`src/obj_config.svh`:
```
// object scanner sizes: table depth, address width, entries, tile size, drawer time

`ifndef OBJ_CONFIG_SVH
`define OBJ_CONFIG_SVH

// table depth in 16-bit words
`define OBJ_TABLE_WORDS 1024

// table address width
`define OBJ_ADDR_W 10

// entries per table, four words each
`define OBJ_ENTRIES 256

// tile width and height in pixels
`define OBJ_TILE_PX 16

// drawer busy cycles per request, two or more
`define OBJ_DRAW_CYCLES 6

`endif

```
`src/obj_pkg.sv`:
```
// object scanner package: scan state enum, table word and field types

package obj_pkg;

    // scanner FSM states, one table word addressed per read state
    typedef enum logic [3:0] {
        SCAN_IDLE = 4'd0, // waiting for start
        SCAN_ATTR = 4'd1, // attr word addressed
        SCAN_CODE = 4'd2, // code word addressed, attr arrives
        SCAN_Y    = 4'd3, // y word addressed, code arrives
        SCAN_X    = 4'd4, // x word addressed, y arrives
        SCAN_MAP  = 4'd5, // x arrives, bank result ready
        SCAN_VIS  = 4'd6, // zone and repeat test
        SCAN_REQ  = 4'd7, // waiting for drawer idle
        SCAN_HOLD = 4'd8, // request strobe out, step column
        SCAN_NEXT = 4'd9  // entry finished
    } scan_state_t;

    // one 16-bit word of the object table
    typedef logic [15:0] obj_word_t;

    // screen coordinates, both 9 bits wide
    typedef logic [8:0] obj_hpos_t;
    typedef logic [8:0] obj_line_t;

    // nibble fields: bank bits, tile column, sub-row
    typedef logic [3:0] obj_nib_t;

endpackage

```
`src/obj_bank_mapper.sv`:
```
// bank mapper: mask and offset of the upper code nibble, unmapped flag

`timescale 1ns/1ns

module obj_bank_mapper (
    input  logic              clk,
    input  logic              rst,
    input  obj_pkg::obj_nib_t code_hi,
    input  obj_pkg::obj_nib_t bank_mask,
    input  obj_pkg::obj_nib_t bank_offset,
    output obj_pkg::obj_nib_t map_hi,
    output logic              unmapped
);

    // one cycle from code_hi to result
    always_ff @(posedge clk or posedge rst) begin
        if (rst) begin
            map_hi   <= 4'd0;
            unmapped <= 1'b0;
        end else begin
            map_hi   <= (code_hi & bank_mask) | bank_offset; // keep masked bits, add bank
            unmapped <= |(code_hi & ~bank_mask);             // any bit outside the bank
        end
    end

    // mapped nibble only ever carries mask or offset bits of the cycle before
    a_map_bits : assert property (
        @(posedge clk) disable iff (rst)
        (map_hi & ~($past(bank_mask) | $past(bank_offset))) == 4'd0
    ) else $error("bank mapper: map_hi %h outside mask/offset", map_hi);

endmodule

```
`config.mk`:
```
export PLATFORM = sky130hd
export DESIGN_NAME = obj_bank_mapper
export DESIGN_NICKNAME = d
export VERILOG_FILES = /design/src/obj_config.svh /design/src/obj_pkg.sv /design/src/obj_bank_mapper.sv
export SDC_FILE = /design/constraint.sdc
export NUM_CORES = 1
export LEC_CHECK = 0
export ABC_AREA = 1
export BUFFER_PORTS_ARGS = -buffer_cell sky130_fd_sc_hd__buf_2
export CAP_MARGIN = 30
export CORE_AREA = 2 2 39 41
export DETAILED_ROUTE_END_ITERATION = 10
export DIE_AREA = 0 0 41 43
export GPL_ROUTABILITY_DRIVEN = 1
export HOLD_SLACK_MARGIN = 0.06
export SETUP_SLACK_MARGIN = 0.15
export SYNTH_ARGS = -nofsm -noshare
export SYNTH_HDL_FRONTEND = slang
export SYNTH_SLANG_ARGS = --single-unit
export TNS_END_PERCENT = 100
```
`constraint.sdc`:
```
create_clock -name clk -period 0.8 [get_ports clk]
set_input_delay 0.16 -clock clk [delete_from_list [all_inputs] [get_ports clk]]
set_output_delay 0.16 -clock clk [all_outputs]
set_load 0.05 [all_outputs]
```
==> impl_metrics.prom, run 1 <==
# TYPE chip_impl_metric gauge
chip_impl_info{name="end_kind",value="output pin"} 1
chip_impl_metric{name="detailedPlacementHpwl",unit="um"} 380
chip_impl_metric{name="slowest_delay",unit="ps"} 390
chip_impl_metric{name="gpl.final_weighted_congestion",unit=""} 0.599
chip_impl_metric{name="antenna_cells_inserted",unit=""} 0
chip_impl_metric{name="syn-num-nets",unit=""} 37
chip_impl_info{name="yosys_most_used_dff",value="sky130_fd_sc_hd__dfrtp_1"} 1
chip_impl_metric{name="floorplan.initialDensity",unit=""} 0.151
chip_impl_metric{name="globalRoute.totalOverflow",unit=""} 0
chip_impl_metric{name="yosys_register_bits",unit=""} 5
chip_impl_info{name="grt_busiest_layer",value="met2"} 1
chip_impl_metric{name="fmaxAchievable",unit="MHz"} 1070
chip_impl_metric{name="postCtsSetupBuffers",unit=""} 0
chip_impl_metric{name="pwr-share-clk",unit=""} 0.393
chip_impl_metric{name="grt_max_degree",unit=""} 6
chip_impl_info{name="yosys-top-cells-count",value="sky130_fd_sc_hd__inv_1 (7), sky130_fd_sc_hd__nand2_1 (7), sky130_fd_sc_hd__dfrtp_1 (5)"} 1
chip_impl_metric{name="antenna_violating_nets_post_route",unit=""} 0
chip_impl_info{name="timing.critical_path.from_type",value="flip-flop"} 1
chip_impl_metric{name="max_cap_viol_count",unit=""} 0
chip_impl_metric{name="holdWs",unit="ps"} 96.1
chip_impl_metric{name="cts_buffers",unit=""} 3
chip_impl_info{name="grt_setup_unrepaired",value="true"} 1
chip_impl_metric{name="ir_worst_vdd",unit="V"} 0.000411
chip_impl_metric{name="timing.final.crit_share",unit=""} 1.17
chip_impl_metric{name="synth_area_per_cell",unit="um2"} 9.08
chip_impl_metric{name="synth_cell_types",unit=""} 5
chip_impl_info{name="timing.critical_path.cells",value="buf_6"} 1
chip_impl_metric{name="via_count",unit=""} 215
chip_impl_metric{name="post-route-min-period",unit="ps"} 938
chip_impl_metric{name="post_synth_inst_count",unit=""} 23
chip_impl_metric{name="via_per_inst",unit=""} 3.47
chip_impl_info{name="netlist.top_cell.by_area",value="sky130_fd_sc_hd__dfrtp_1"} 1
chip_impl_metric{name="total_internal_power",unit="mW"} 0.537
chip_impl_metric{name="n_fill_cell",unit=""} 148
chip_impl_metric{name="wirelength",unit="um"} 457
chip_impl_metric{name="grt_first_pass_wirelength",unit="um"} 759
chip_impl_info{name="run_status",value="finished, violations left"} 1
chip_impl_metric{name="comb_power_share",unit=""} 0.231
chip_impl_info{name="largest_cells_by_area_after_synthesis",value="sky130_fd_sc_hd__dfrtp_1 (60%), sky130_fd_sc_hd__inv_1 (13%), sky130_fd_sc_hd__nand2_1 (13%)"} 1
chip_impl_metric{name="cts.sink_count",unit=""} 5
chip_impl_metric{name="initial_antenna_violation_count",unit=""} 0
chip_impl_metric{name="gr-usage-met2",unit=""} 0.0938
chip_impl_metric{name="gr-usage-met1",unit=""} 0.0647
chip_impl_metric{name="max_slew.worst_pin.slew",unit="ps"} 200
chip_impl_info{name="cpLargestDelayFamily",value="flip-flops"} 1
chip_impl_metric{name="synth.yosys.seq_area_share",unit=""} 0.599
chip_impl_metric{name="grt_pass1_vias",unit=""} 214
chip_impl_metric{name="final_net_count",unit=""} 61
chip_impl_metric{name="pd_cells",unit="nW/um2"} 1910
chip_impl_metric{name="met3_track_usage_gr",unit=""} 0.0628
chip_impl_metric{name="crit_required",unit="ps"} 640
chip_impl_metric{name="dr.first_iter.drc_count",unit=""} 0
chip_impl_metric{name="die_outline_width",unit="um"} 41
chip_impl_metric{name="sequentialPowerShare",unit=""} 0.375
chip_impl_metric{name="final_hold_viol_count",unit=""} 0
chip_impl_metric{name="routed_wire_length_per_instance",unit="um"} 7.37
chip_impl_metric{name="detailedRoute.firstPassIterationCount",unit=""} 1
chip_impl_metric{name="slew-limit-headroom",unit=""} 0.867
chip_impl_metric{name="final-setup-viol-count",unit=""} 5
chip_impl_metric{name="cts.path.max_buffers",unit=""} 2
chip_impl_metric{name="async_reset_ff_frac",unit=""} 1.00
chip_impl_metric{name="grt_use_total",unit=""} 0.0744
chip_impl_metric{name="total_standard_cell_area_after_synthesis",unit="um2"} 209
chip_impl_metric{name="yosys.area.top_type_share",unit=""} 0.599
chip_impl_metric{name="critical_path.max_fanout",unit=""} 1
chip_impl_info{name="cpMaxStageDelayCell",value="sky130_fd_sc_hd__dfrtp_2"} 1
chip_impl_metric{name="synth_enable_flop_cells",unit=""} 0
chip_impl_metric{name="power.share.switching",unit=""} 0.283
chip_impl_metric{name="yosys_warnings",unit=""} 0
chip_impl_metric{name="clkTransAtPathRegs",unit="ps"} 50
chip_impl_metric{name="final_design_area_no_fill",unit="um2"} 393
chip_impl_metric{name="core_area",unit="um2"} 1380
chip_impl_metric{name="htree_num_levels",unit=""} 1
chip_impl_metric{name="die_height",unit="um"} 43
chip_impl_metric{name="placedInstanceArea",unit="um2"} 325
chip_impl_metric{name="slew_viol_final",unit=""} 0
chip_impl_metric{name="detail_route.drc_violations",unit=""} 0
chip_impl_metric{name="finish.utilization",unit=""} 0.284
chip_impl_info{name="clock-root-buffer",value="sky130_fd_sc_hd__clkbuf_4"} 1
chip_impl_metric{name="place.port_buffers",unit=""} 18
chip_impl_info{name="setup.worst_path.class",value="flip-flop to output pin"} 1
chip_impl_metric{name="switching_power",unit="mW"} 0.212
chip_impl_metric{name="finalWorstSetupSlack",unit="ps"} -138
chip_impl_info{name="cts_tree",value="done"} 1
chip_impl_metric{name="synthesis_to_finish_area_growth",unit="%"} 88.0
chip_impl_info{name="holdCritPathClass",value="primary input to flip-flop"} 1
chip_impl_metric{name="path_buf_inv",unit=""} 1
chip_impl_metric{name="pin_count",unit=""} 19
chip_impl_metric{name="layout_cell_share_with_drive_strength_beyond_1",unit=""} 0.587
chip_impl_metric{name="rows",unit=""} 14
chip_impl_metric{name="cp_data_arrival_time",unit="ps"} 780
chip_impl_info{name="failing_checks",value="setup timing"} 1
chip_impl_metric{name="design.die.area",unit="um2"} 1760
chip_impl_metric{name="static_leakage",unit="nW"} 0.230
## worst paths after layout
check                      slack [ps]  cells after the start            from        end
hold / removal                    100                      2  bank_offset[1]  map_hi[1]
setup / recovery                 -140                      1       map_hi[0]  map_hi[0]
max in group asynchronous         240                      3             rst  map_hi[3]
min in group asynchronous         360                      3             rst  map_hi[1]
## routing by layer
metal / share of wire / up-vias
met5: 0 / -
met4: 0 / 0
met3: 0.083 / 0
met2: 0.54 / 9
met1: 0.38 / 95
li1: - / 111
## through the flow
stage	power, mW	instances	setup TNS [ps]	setup slack [ps]
2_1_floorplan	0.375	23	0	155
3_3_place_gp	0.429	57	0	74.5
3_5_place_dp	0.432	57	0	72.3
4_1_cts	0.768	62	-740	-149
5_1_grt	0.810	62	-861	-177
6_report	0.749	62	-681	-138
## power by group through the flow
stage / clock, mW / sequential (mW) / combinational [mW]
finish: 0.294 / 0.281 / 0.173
CTS: 0.311 / 0.281 / 0.176
global route: 0.340 / 0.282 / 0.187
detailed placement: 0 / 0.280 / 0.151
floorplan: 0 / 0.346 / 0.0293
global placement: 0 / 0.280 / 0.149
## registers in the layout, indices dropped and copies added, names as in the netlist
signal and cells:
unmapped 1, map_hi 4
## cell families after synthesis
logic type | share of synthesized area
buffers and inverters | 0.126
AO/OA/AOI/OAI | 0.150
flip-flops | 0.599
AND/OR/NAND/NOR | 0.126
## area by class of cell
type	instances	area (um2)	share of cell area
flip-flops and latches	5	131	0.334
repair buffers	19	131	0.334
multi-input cells	11	57.6	0.146
clock buffers	4	26.3	0.0669
inverters	7	26.3	0.0669
well taps	16	20.0	0.0510
## repair_timing
| item | in CTS | in global routing |
|---|---|---|
| endpoints found under the setup margin | 5 | 5 |
| resized for setup | 10 | 0 |
| hold buffers | 1 | 0 |
| cloned | 0 | 0 |
| endpoints found under the hold margin | 5 | 0 |
## placed cells by master, fill, tap and decap left out, drive strengths merged
cell,instances
buf,18
inv,7
nand2,7
dfrtp,5
a21o,4
clkbuf,4
dlygate4sd3,1
Power figures use the tool's default switching activity.
==> run 2, diff against run 1 <==
--- a/config.mk
+++ b/config.mk
@@ -5,7 +5,6 @@
 export SDC_FILE = /design/constraint.sdc
 export NUM_CORES = 1
 export LEC_CHECK = 0
-export ABC_AREA = 1
 export BUFFER_PORTS_ARGS = -buffer_cell sky130_fd_sc_hd__buf_2
 export CAP_MARGIN = 30
 export CORE_AREA = 2 2 39 41
@@ -13,6 +12,7 @@
 export DIE_AREA = 0 0 41 43
 export GPL_ROUTABILITY_DRIVEN = 1
 export HOLD_SLACK_MARGIN = 0.06
+export RECOVER_POWER = 100
 export SETUP_SLACK_MARGIN = 0.15
 export SYNTH_ARGS = -nofsm -noshare
 export SYNTH_HDL_FRONTEND = slang
==> run 2 against run 1 <==
Effect of this change:
- the flow still finishes with violations (setup timing)
- sequential power hardly changed
- sequential share of layout area is 1.9 points higher
- synthesized area is 5.4% lower
- cell count is 13% lower
- wire length is 16% higher
- clock power hardly changed
- via count is 8.8% lower
- design area is 5.4% lower
- non-clock buffer count stayed put
==> impl_metrics.prom, run 2 <==
# TYPE chip_impl_metric gauge
chip_impl_info{name="post-synth-top-count-cell",value="sky130_fd_sc_hd__dfrtp_1"} 1
chip_impl_metric{name="antenna_cells_inserted",unit=""} 0
chip_impl_metric{name="path_buf_inv",unit=""} 1
chip_impl_metric{name="final_hold_viol_count",unit=""} 0
chip_impl_metric{name="crit_required",unit="ps"} 640
chip_impl_metric{name="initial_antenna_violation_count",unit=""} 0
chip_impl_metric{name="post-route-min-period",unit="ps"} 941
chip_impl_metric{name="cts_buffers",unit=""} 3
chip_impl_metric{name="grt_max_degree",unit=""} 6
chip_impl_info{name="biggestRegsByFlops",value="map_hi: 4 flops, unmapped: 1 flops"} 1
chip_impl_metric{name="slowest_delay",unit="ps"} 390
chip_impl_metric{name="wirelength",unit="um"} 528
chip_impl_metric{name="die_outline_width",unit="um"} 41
chip_impl_info{name="mostFrequentLayoutCells",value="sky130_fd_sc_hd__buf_2 (10), sky130_fd_sc_hd__dfrtp_2 (5), sky130_fd_sc_hd__buf_6 (5)"} 1
chip_impl_info{name="cpLargestDelayFamily",value="flip-flops"} 1
chip_impl_metric{name="area_of_the_multi_input_gates",unit="um2"} 58.8
chip_impl_info{name="end_kind",value="output pin"} 1
chip_impl_metric{name="cts.path.max_buffers",unit=""} 2
chip_impl_metric{name="clkTransAtPathRegs",unit="ps"} 50
chip_impl_metric{name="synth_enable_flop_cells",unit=""} 0
chip_impl_metric{name="synthesis_to_finish_area_growth",unit="%"} 88.0
chip_impl_metric{name="grt_use_total",unit=""} 0.0715
chip_impl_metric{name="n_fill_cell",unit=""} 156
chip_impl_metric{name="max_slew.worst_pin.slew",unit="ps"} 200
chip_impl_metric{name="pin_count",unit=""} 19
chip_impl_info{name="timing.hold.worst_endpoint",value="map_hi[0]"} 1
chip_impl_metric{name="finish.utilization",unit=""} 0.269
chip_impl_info{name="grt_setup_unrepaired",value="true"} 1
chip_impl_metric{name="via_count",unit=""} 196
chip_impl_info{name="worstHoldStart",value="bank_offset[0]"} 1
chip_impl_metric{name="cp_data_arrival_time",unit="ps"} 780
chip_impl_metric{name="synth.yosys.seq_area_share",unit=""} 0.633
chip_impl_metric{name="layout_cell_share_with_drive_strength_beyond_1",unit=""} 0.632
chip_impl_metric{name="max_cap_viol_count",unit=""} 0
chip_impl_metric{name="ir_worst_vdd",unit="V"} 0.000531
chip_impl_metric{name="gpl.final_weighted_congestion",unit=""} 0.633
chip_impl_metric{name="synth_area_per_cell",unit="um2"} 13.2
chip_impl_metric{name="async_reset_ff_frac",unit=""} 1.00
chip_impl_info{name="cts_tree",value="done"} 1
chip_impl_metric{name="dr.first_iter.drc_count",unit=""} 3
chip_impl_info{name="timing.critical_path.cells",value="buf_6"} 1
chip_impl_metric{name="timing.final.crit_share",unit=""} 1.18
chip_impl_metric{name="static_leakage",unit="nW"} 0.185
chip_impl_metric{name="fin_total_pwr",unit="mW"} 0.743
chip_impl_metric{name="yosys_register_bits",unit=""} 5
chip_impl_metric{name="routed_wire_length_per_instance",unit="um"} 9.78
chip_impl_metric{name="htree_num_levels",unit=""} 1
chip_impl_info{name="run_status",value="finished, violations left"} 1
chip_impl_metric{name="fmaxAchievable",unit="MHz"} 1060
chip_impl_metric{name="instances_no_fill",unit=""} 54
chip_impl_metric{name="sequential_cell_area",unit="um2"} 131
chip_impl_info{name="largest_cells_by_area_after_synthesis",value="sky130_fd_sc_hd__dfrtp_1 (63%), sky130_fd_sc_hd__a21o_1 (11%), sky130_fd_sc_hd__nand2b_1 (9.5%)"} 1
chip_impl_metric{name="yosys_warnings",unit=""} 0
chip_impl_info{name="regMostFlops",value="map_hi"} 1
chip_impl_info{name="cpMaxStageDelayCell",value="sky130_fd_sc_hd__dfrtp_2"} 1
chip_impl_info{name="setup.worst_path.class",value="flip-flop to output pin"} 1
chip_impl_metric{name="rows",unit=""} 14
chip_impl_metric{name="detailedRoute.firstPassIterationCount",unit=""} 2
chip_impl_metric{name="largest_register_ff_count",unit=""} 4
chip_impl_metric{name="final-setup-viol-count",unit=""} 5
chip_impl_metric{name="pd_cells",unit="nW/um2"} 2000
chip_impl_info{name="failing_checks",value="setup timing"} 1
chip_impl_metric{name="post_synth_inst_count",unit=""} 15
chip_impl_metric{name="detail_route.drc_violations",unit=""} 0
chip_impl_metric{name="syn-num-nets",unit=""} 29
chip_impl_metric{name="finalWorstSetupSlack",unit="ps"} -141
chip_impl_metric{name="total_standard_cell_area_after_synthesis",unit="um2"} 198
chip_impl_metric{name="design.die.area",unit="um2"} 1760
chip_impl_metric{name="floorplan.initialDensity",unit=""} 0.143
chip_impl_info{name="holdCritPathClass",value="primary input to flip-flop"} 1
chip_impl_metric{name="slew-limit-headroom",unit=""} 0.866
chip_impl_info{name="yosys_most_used_dff",value="sky130_fd_sc_hd__dfrtp_1"} 1
chip_impl_metric{name="synth_cell_types",unit=""} 6
chip_impl_info{name="yosys-top-cells-count",value="sky130_fd_sc_hd__dfrtp_1 (5), sky130_fd_sc_hd__a21o_1 (3), sky130_fd_sc_hd__nand2b_1 (3)"} 1
chip_impl_info{name="mostFrequentLayoutCell",value="sky130_fd_sc_hd__buf_2"} 1
chip_impl_metric{name="cts.sink_count",unit=""} 5
chip_impl_metric{name="place.port_buffers",unit=""} 18
chip_impl_metric{name="postCtsSetupBuffers",unit=""} 0
chip_impl_metric{name="globalRoute.totalOverflow",unit=""} 0
chip_impl_metric{name="via_per_inst",unit=""} 3.63
chip_impl_metric{name="core_area",unit="um2"} 1380
chip_impl_metric{name="yosys.area.top_type_share",unit=""} 0.633
chip_impl_metric{name="antenna_violating_nets_post_route",unit=""} 0
chip_impl_metric{name="die_height",unit="um"} 43
chip_impl_metric{name="critical_path.max_fanout",unit=""} 1
chip_impl_metric{name="numPlacedInstances",unit=""} 49
chip_impl_info{name="netlist.top_cell.by_area",value="sky130_fd_sc_hd__dfrtp_1"} 1
chip_impl_metric{name="grt_first_pass_wirelength",unit="um"} 800
chip_impl_info{name="timing.critical_path.from_type",value="flip-flop"} 1
chip_impl_metric{name="slew_viol_final",unit=""} 0
chip_impl_metric{name="timing.hold.worst_path_depth",unit=""} 2
chip_impl_info{name="clock-root-buffer",value="sky130_fd_sc_hd__clkbuf_4"} 1
chip_impl_metric{name="grt_pass1_vias",unit=""} 211
chip_impl_metric{name="final_net_count",unit=""} 53
-- run 2: worst max path at each step --
stage               slack, ps   endpoint      start  depth (start not counted)
floorplan                 160  map_hi[0]  map_hi[0]                          0
CTS                      -150  map_hi[0]  map_hi[0]                          1
finish                   -140  map_hi[0]  map_hi[0]                          1
global placement           60  map_hi[0]  map_hi[0]                          1
detailed placement         60  map_hi[0]  map_hi[0]                          1
global route             -170  map_hi[0]  map_hi[0]                          1
-- run 2: routing by layer --
layer  share of wire  global-route usage  wire, um
met1            0.53               0.107       281
met2            0.30              0.0813       159
met3            0.16              0.0471        86
met4               0              0.0200         0
met5               0                   0         0
-- run 2: timing repair --
| action | 4_1_cts | 5_1_grt |
|---|---|---|
| endpoints found under the setup margin | 5 | 5 |
| pin swaps | 0 | 0 |
| hold buffers | 1 | 0 |
| hold endpoints to repair | 5 | 0 |
| resized for setup | 10 | 0 |
| cloned | 0 | 0 |
-- run 2: kinds of logic (layout without fill, tap and decap cells) --
family,count (synthesis),count (layout),synth area share
buffers and inverters,2,25,0.0380
and+or+nand+nor,3,3,0.0949
AOI/OAI and AO/OA,5,5,0.234
DFF,5,5,0.633
-- run 2: cell type report --
cell class,count,area share
sequential,5,0.354
timing repair buffer,19,0.343
multi-input combinational,8,0.158
clock buffer,4,0.0707
tap,16,0.0539
inverter,2,0.0202
-- run 2: per-stage QoR --
| step | hold WS [ps] | cell area [um2] | setup slack (ps) | TNS, ps |
|---|---|---|---|---|
| after floorplan | -61.4 | 204 | 155 | 0 |
| after global placement | 60.2 | 314 | 56.1 | 0 |
| after detailed placement | 70.2 | 314 | 63.6 | 0 |
| after CTS | 95.5 | 382 | -155 | -741 |
| after global routing | 106 | 372 | -174 | -806 |
| final | 101 | 372 | -141 | -680 |
-- run 2: power breakdown --
group / leakage (nW) / switching (mW) / internal, mW
logic: 0.119 / 0.0972 / 0.0715
registers: 0.0505 / 0.00736 / 0.274
clock network: 0.0150 / 0.104 / 0.189
==> run 3, diff against run 2 <==
--- a/config.mk
+++ b/config.mk
@@ -5,7 +5,7 @@
 export SDC_FILE = /design/constraint.sdc
 export NUM_CORES = 1
 export LEC_CHECK = 0
-export BUFFER_PORTS_ARGS = -buffer_cell sky130_fd_sc_hd__buf_2
+export BUFFER_PORTS_ARGS = -buffer_cell sky130_fd_sc_hd__clkbuf_2
 export CAP_MARGIN = 30
 export CORE_AREA = 2 2 39 41
 export DETAILED_ROUTE_END_ITERATION = 10
==> run 3 against run 2 <==
Effect of this change:
- the flow still finishes with violations (setup timing)
- non-clock buffer count stayed put
- highest routed layer unchanged
- largest cell class is now non-clock buffers
- critical path type unchanged
- wire length is 1.1% higher
- sequential share of layout area is 1.7 points lower
- critical path depth stayed put
- combinational power is 7% higher
==> impl_metrics.prom, run 3 (same netlist as run 2, synthesis figures left out) <==
# TYPE chip_impl_metric gauge
chip_impl_info{name="run_status",value="finished, violations left"} 1
chip_impl_info{name="failing_checks",value="setup timing"} 1
chip_impl_info{name="worstHoldStart",value="bank_offset[1]"} 1
chip_impl_info{name="mostFrequentLayoutCell",value="sky130_fd_sc_hd__clkbuf_2"} 1
chip_impl_metric{name="htree_num_levels",unit=""} 1
chip_impl_metric{name="ir_worst_vdd",unit="V"} 0.00105
chip_impl_metric{name="cts.path.max_buffers",unit=""} 2
chip_impl_metric{name="synthesis_to_finish_area_growth",unit="%"} 97.5
chip_impl_metric{name="die_height",unit="um"} 43
chip_impl_info{name="timing.critical_path.cells",value="buf_8"} 1
chip_impl_metric{name="cts_buffers",unit=""} 3
chip_impl_metric{name="cts.sink_count",unit=""} 5
chip_impl_metric{name="clkTransAtPathRegs",unit="ps"} 40
chip_impl_metric{name="fmaxAchievable",unit="MHz"} 1050
chip_impl_metric{name="final_net_count",unit=""} 53
chip_impl_metric{name="dpl_worst_slack",unit="ps"} 29.6
chip_impl_metric{name="critical_path.max_fanout",unit=""} 1
chip_impl_info{name="holdCritPathClass",value="primary input to flip-flop"} 1
chip_impl_metric{name="final-setup-viol-count",unit=""} 5
chip_impl_metric{name="globalRoute.totalOverflow",unit=""} 0
chip_impl_metric{name="place.port_buffers",unit=""} 18
chip_impl_metric{name="via_count",unit=""} 189
chip_impl_info{name="cpLargestDelayFamily",value="flip-flops"} 1
chip_impl_metric{name="largest_register_ff_count",unit=""} 4
chip_impl_metric{name="post-route-min-period",unit="ps"} 952
chip_impl_info{name="setup.worst_path.class",value="flip-flop to output pin"} 1
chip_impl_metric{name="grt_pass1_vias",unit=""} 191
chip_impl_metric{name="design.die.area",unit="um2"} 1760
chip_impl_metric{name="antenna_cells_inserted",unit=""} 0
chip_impl_metric{name="dr.first_iter.drc_count",unit=""} 5
chip_impl_metric{name="floorplan.initialDensity",unit=""} 0.143
chip_impl_metric{name="grt_use_total",unit=""} 0.0768
chip_impl_metric{name="detail_route.drc_violations",unit=""} 0
chip_impl_metric{name="slew-limit-headroom",unit=""} 0.877
chip_impl_metric{name="path_buf_inv",unit=""} 1
chip_impl_metric{name="slew_viol_final",unit=""} 0
chip_impl_metric{name="gpl.final_weighted_congestion",unit=""} 0.653
chip_impl_metric{name="detailedRoute.firstPassIterationCount",unit=""} 3
chip_impl_metric{name="slowest_delay",unit="ps"} 410
chip_impl_metric{name="pd_cells",unit="nW/um2"} 1920
chip_impl_metric{name="antenna_violating_nets_post_route",unit=""} 0
chip_impl_metric{name="grt_first_pass_wirelength",unit="um"} 814
chip_impl_metric{name="finish.utilization",unit=""} 0.282
chip_impl_metric{name="wirelength",unit="um"} 534
chip_impl_metric{name="cp_data_arrival_time",unit="ps"} 790
chip_impl_metric{name="die_outline_width",unit="um"} 41
chip_impl_metric{name="core_area",unit="um2"} 1380
chip_impl_info{name="regMostFlops",value="map_hi"} 1
chip_impl_metric{name="layout_cell_share_with_drive_strength_beyond_1",unit=""} 0.632
chip_impl_metric{name="postCtsSetupBuffers",unit=""} 0
chip_impl_metric{name="static_leakage",unit="nW"} 0.194
chip_impl_metric{name="initial_antenna_violation_count",unit=""} 0
chip_impl_metric{name="routed_wire_length_per_instance",unit="um"} 9.89
chip_impl_info{name="cpMaxStageDelayCell",value="sky130_fd_sc_hd__dfrtp_2"} 1
chip_impl_info{name="cts_tree",value="done"} 1
chip_impl_metric{name="finalWorstSetupSlack",unit="ps"} -152
chip_impl_info{name="timing.hold.worst_endpoint",value="map_hi[1]"} 1
chip_impl_metric{name="max_cap_viol_count",unit=""} 0
chip_impl_metric{name="pin_count",unit=""} 19
chip_impl_metric{name="timing.hold.worst_path_depth",unit=""} 2
chip_impl_info{name="end_kind",value="output pin"} 1
chip_impl_metric{name="grt_max_degree",unit=""} 6
chip_impl_info{name="mostFrequentLayoutCells",value="sky130_fd_sc_hd__clkbuf_2 (10), sky130_fd_sc_hd__dfrtp_2 (5), sky130_fd_sc_hd__buf_8 (5)"} 1
chip_impl_metric{name="rows",unit=""} 14
chip_impl_metric{name="via_per_inst",unit=""} 3.50
chip_impl_info{name="clock-root-buffer",value="sky130_fd_sc_hd__clkbuf_4"} 1
chip_impl_metric{name="crit_required",unit="ps"} 640
chip_impl_info{name="grt_setup_unrepaired",value="true"} 1
chip_impl_metric{name="max_slew.worst_pin.slew",unit="ps"} 184
chip_impl_info{name="timing.critical_path.from_type",value="flip-flop"} 1
chip_impl_info{name="biggestRegsByFlops",value="map_hi: 4 flops, unmapped: 1 flops"} 1
chip_impl_metric{name="final_hold_viol_count",unit=""} 0
chip_impl_metric{name="timing.final.crit_share",unit=""} 1.19
-- run 3: final cells by class --
cell class / instances / area, um2
inverter: 2 / 7.51
sequential: 5 / 131
timing repair buffer: 19 / 146
fill: 151 / 993
clock buffer: 4 / 26.3
tap: 16 / 20.0
multi-input combinational: 8 / 58.8
-- run 3: power breakdown --
group	internal, mW	switching [mW]
Combinational	0.0849	0.0949
Sequential	0.274	0.0126
Clock	0.188	0.0962
Total	0.547	0.204
-- run 3: what timing repair did --
item | 4_1_cts | 5_1_grt
hold buffers | 1 | 0
gates resized for setup | 10 | 5
hold endpoints to repair | 5 | 0
setup endpoints to repair | 5 | 5
-- run 3: per-layer routing --
metal / wire length, um / global-route usage / vias up
li1: - / - / 96
met1: 249 / 0.0984 / 74
met2: 172 / 0.0906 / 19
met3: 111 / 0.0733 / 0
met4: 0 / 0.0200 / 0
met5: 0 / 0 / -
-- run 3: per-stage QoR --
step | area (um2) | power [mW] | hold WS (ps) | cells | TNS (ps)
after CTS | 394 | 0.760 | 96.4 | 54 | -855
after global routing | 390 | 0.799 | 97.2 | 54 | -878
final | 390 | 0.751 | 102 | 54 | -738
after global placement | 314 | 0.432 | 43.6 | 49 | 0
after floorplan | 204 | 0.373 | -61.4 | 15 | 0
after detailed placement | 314 | 0.432 | 48.7 | 49 | 0
-- run 3: worst max path at each step --
stage           endpoint  depth (start not counted)       from  slack, ps
3_5_place_dp   map_hi[1]                          1  map_hi[1]         30
2_1_floorplan  map_hi[0]                          0  map_hi[0]        160
3_3_place_gp   map_hi[0]                          1  map_hi[0]         30
5_1_grt        map_hi[2]                          1  map_hi[2]       -180
4_1_cts        map_hi[1]                          1  map_hi[1]       -180
6_report       map_hi[0]                          1  map_hi[0]       -150
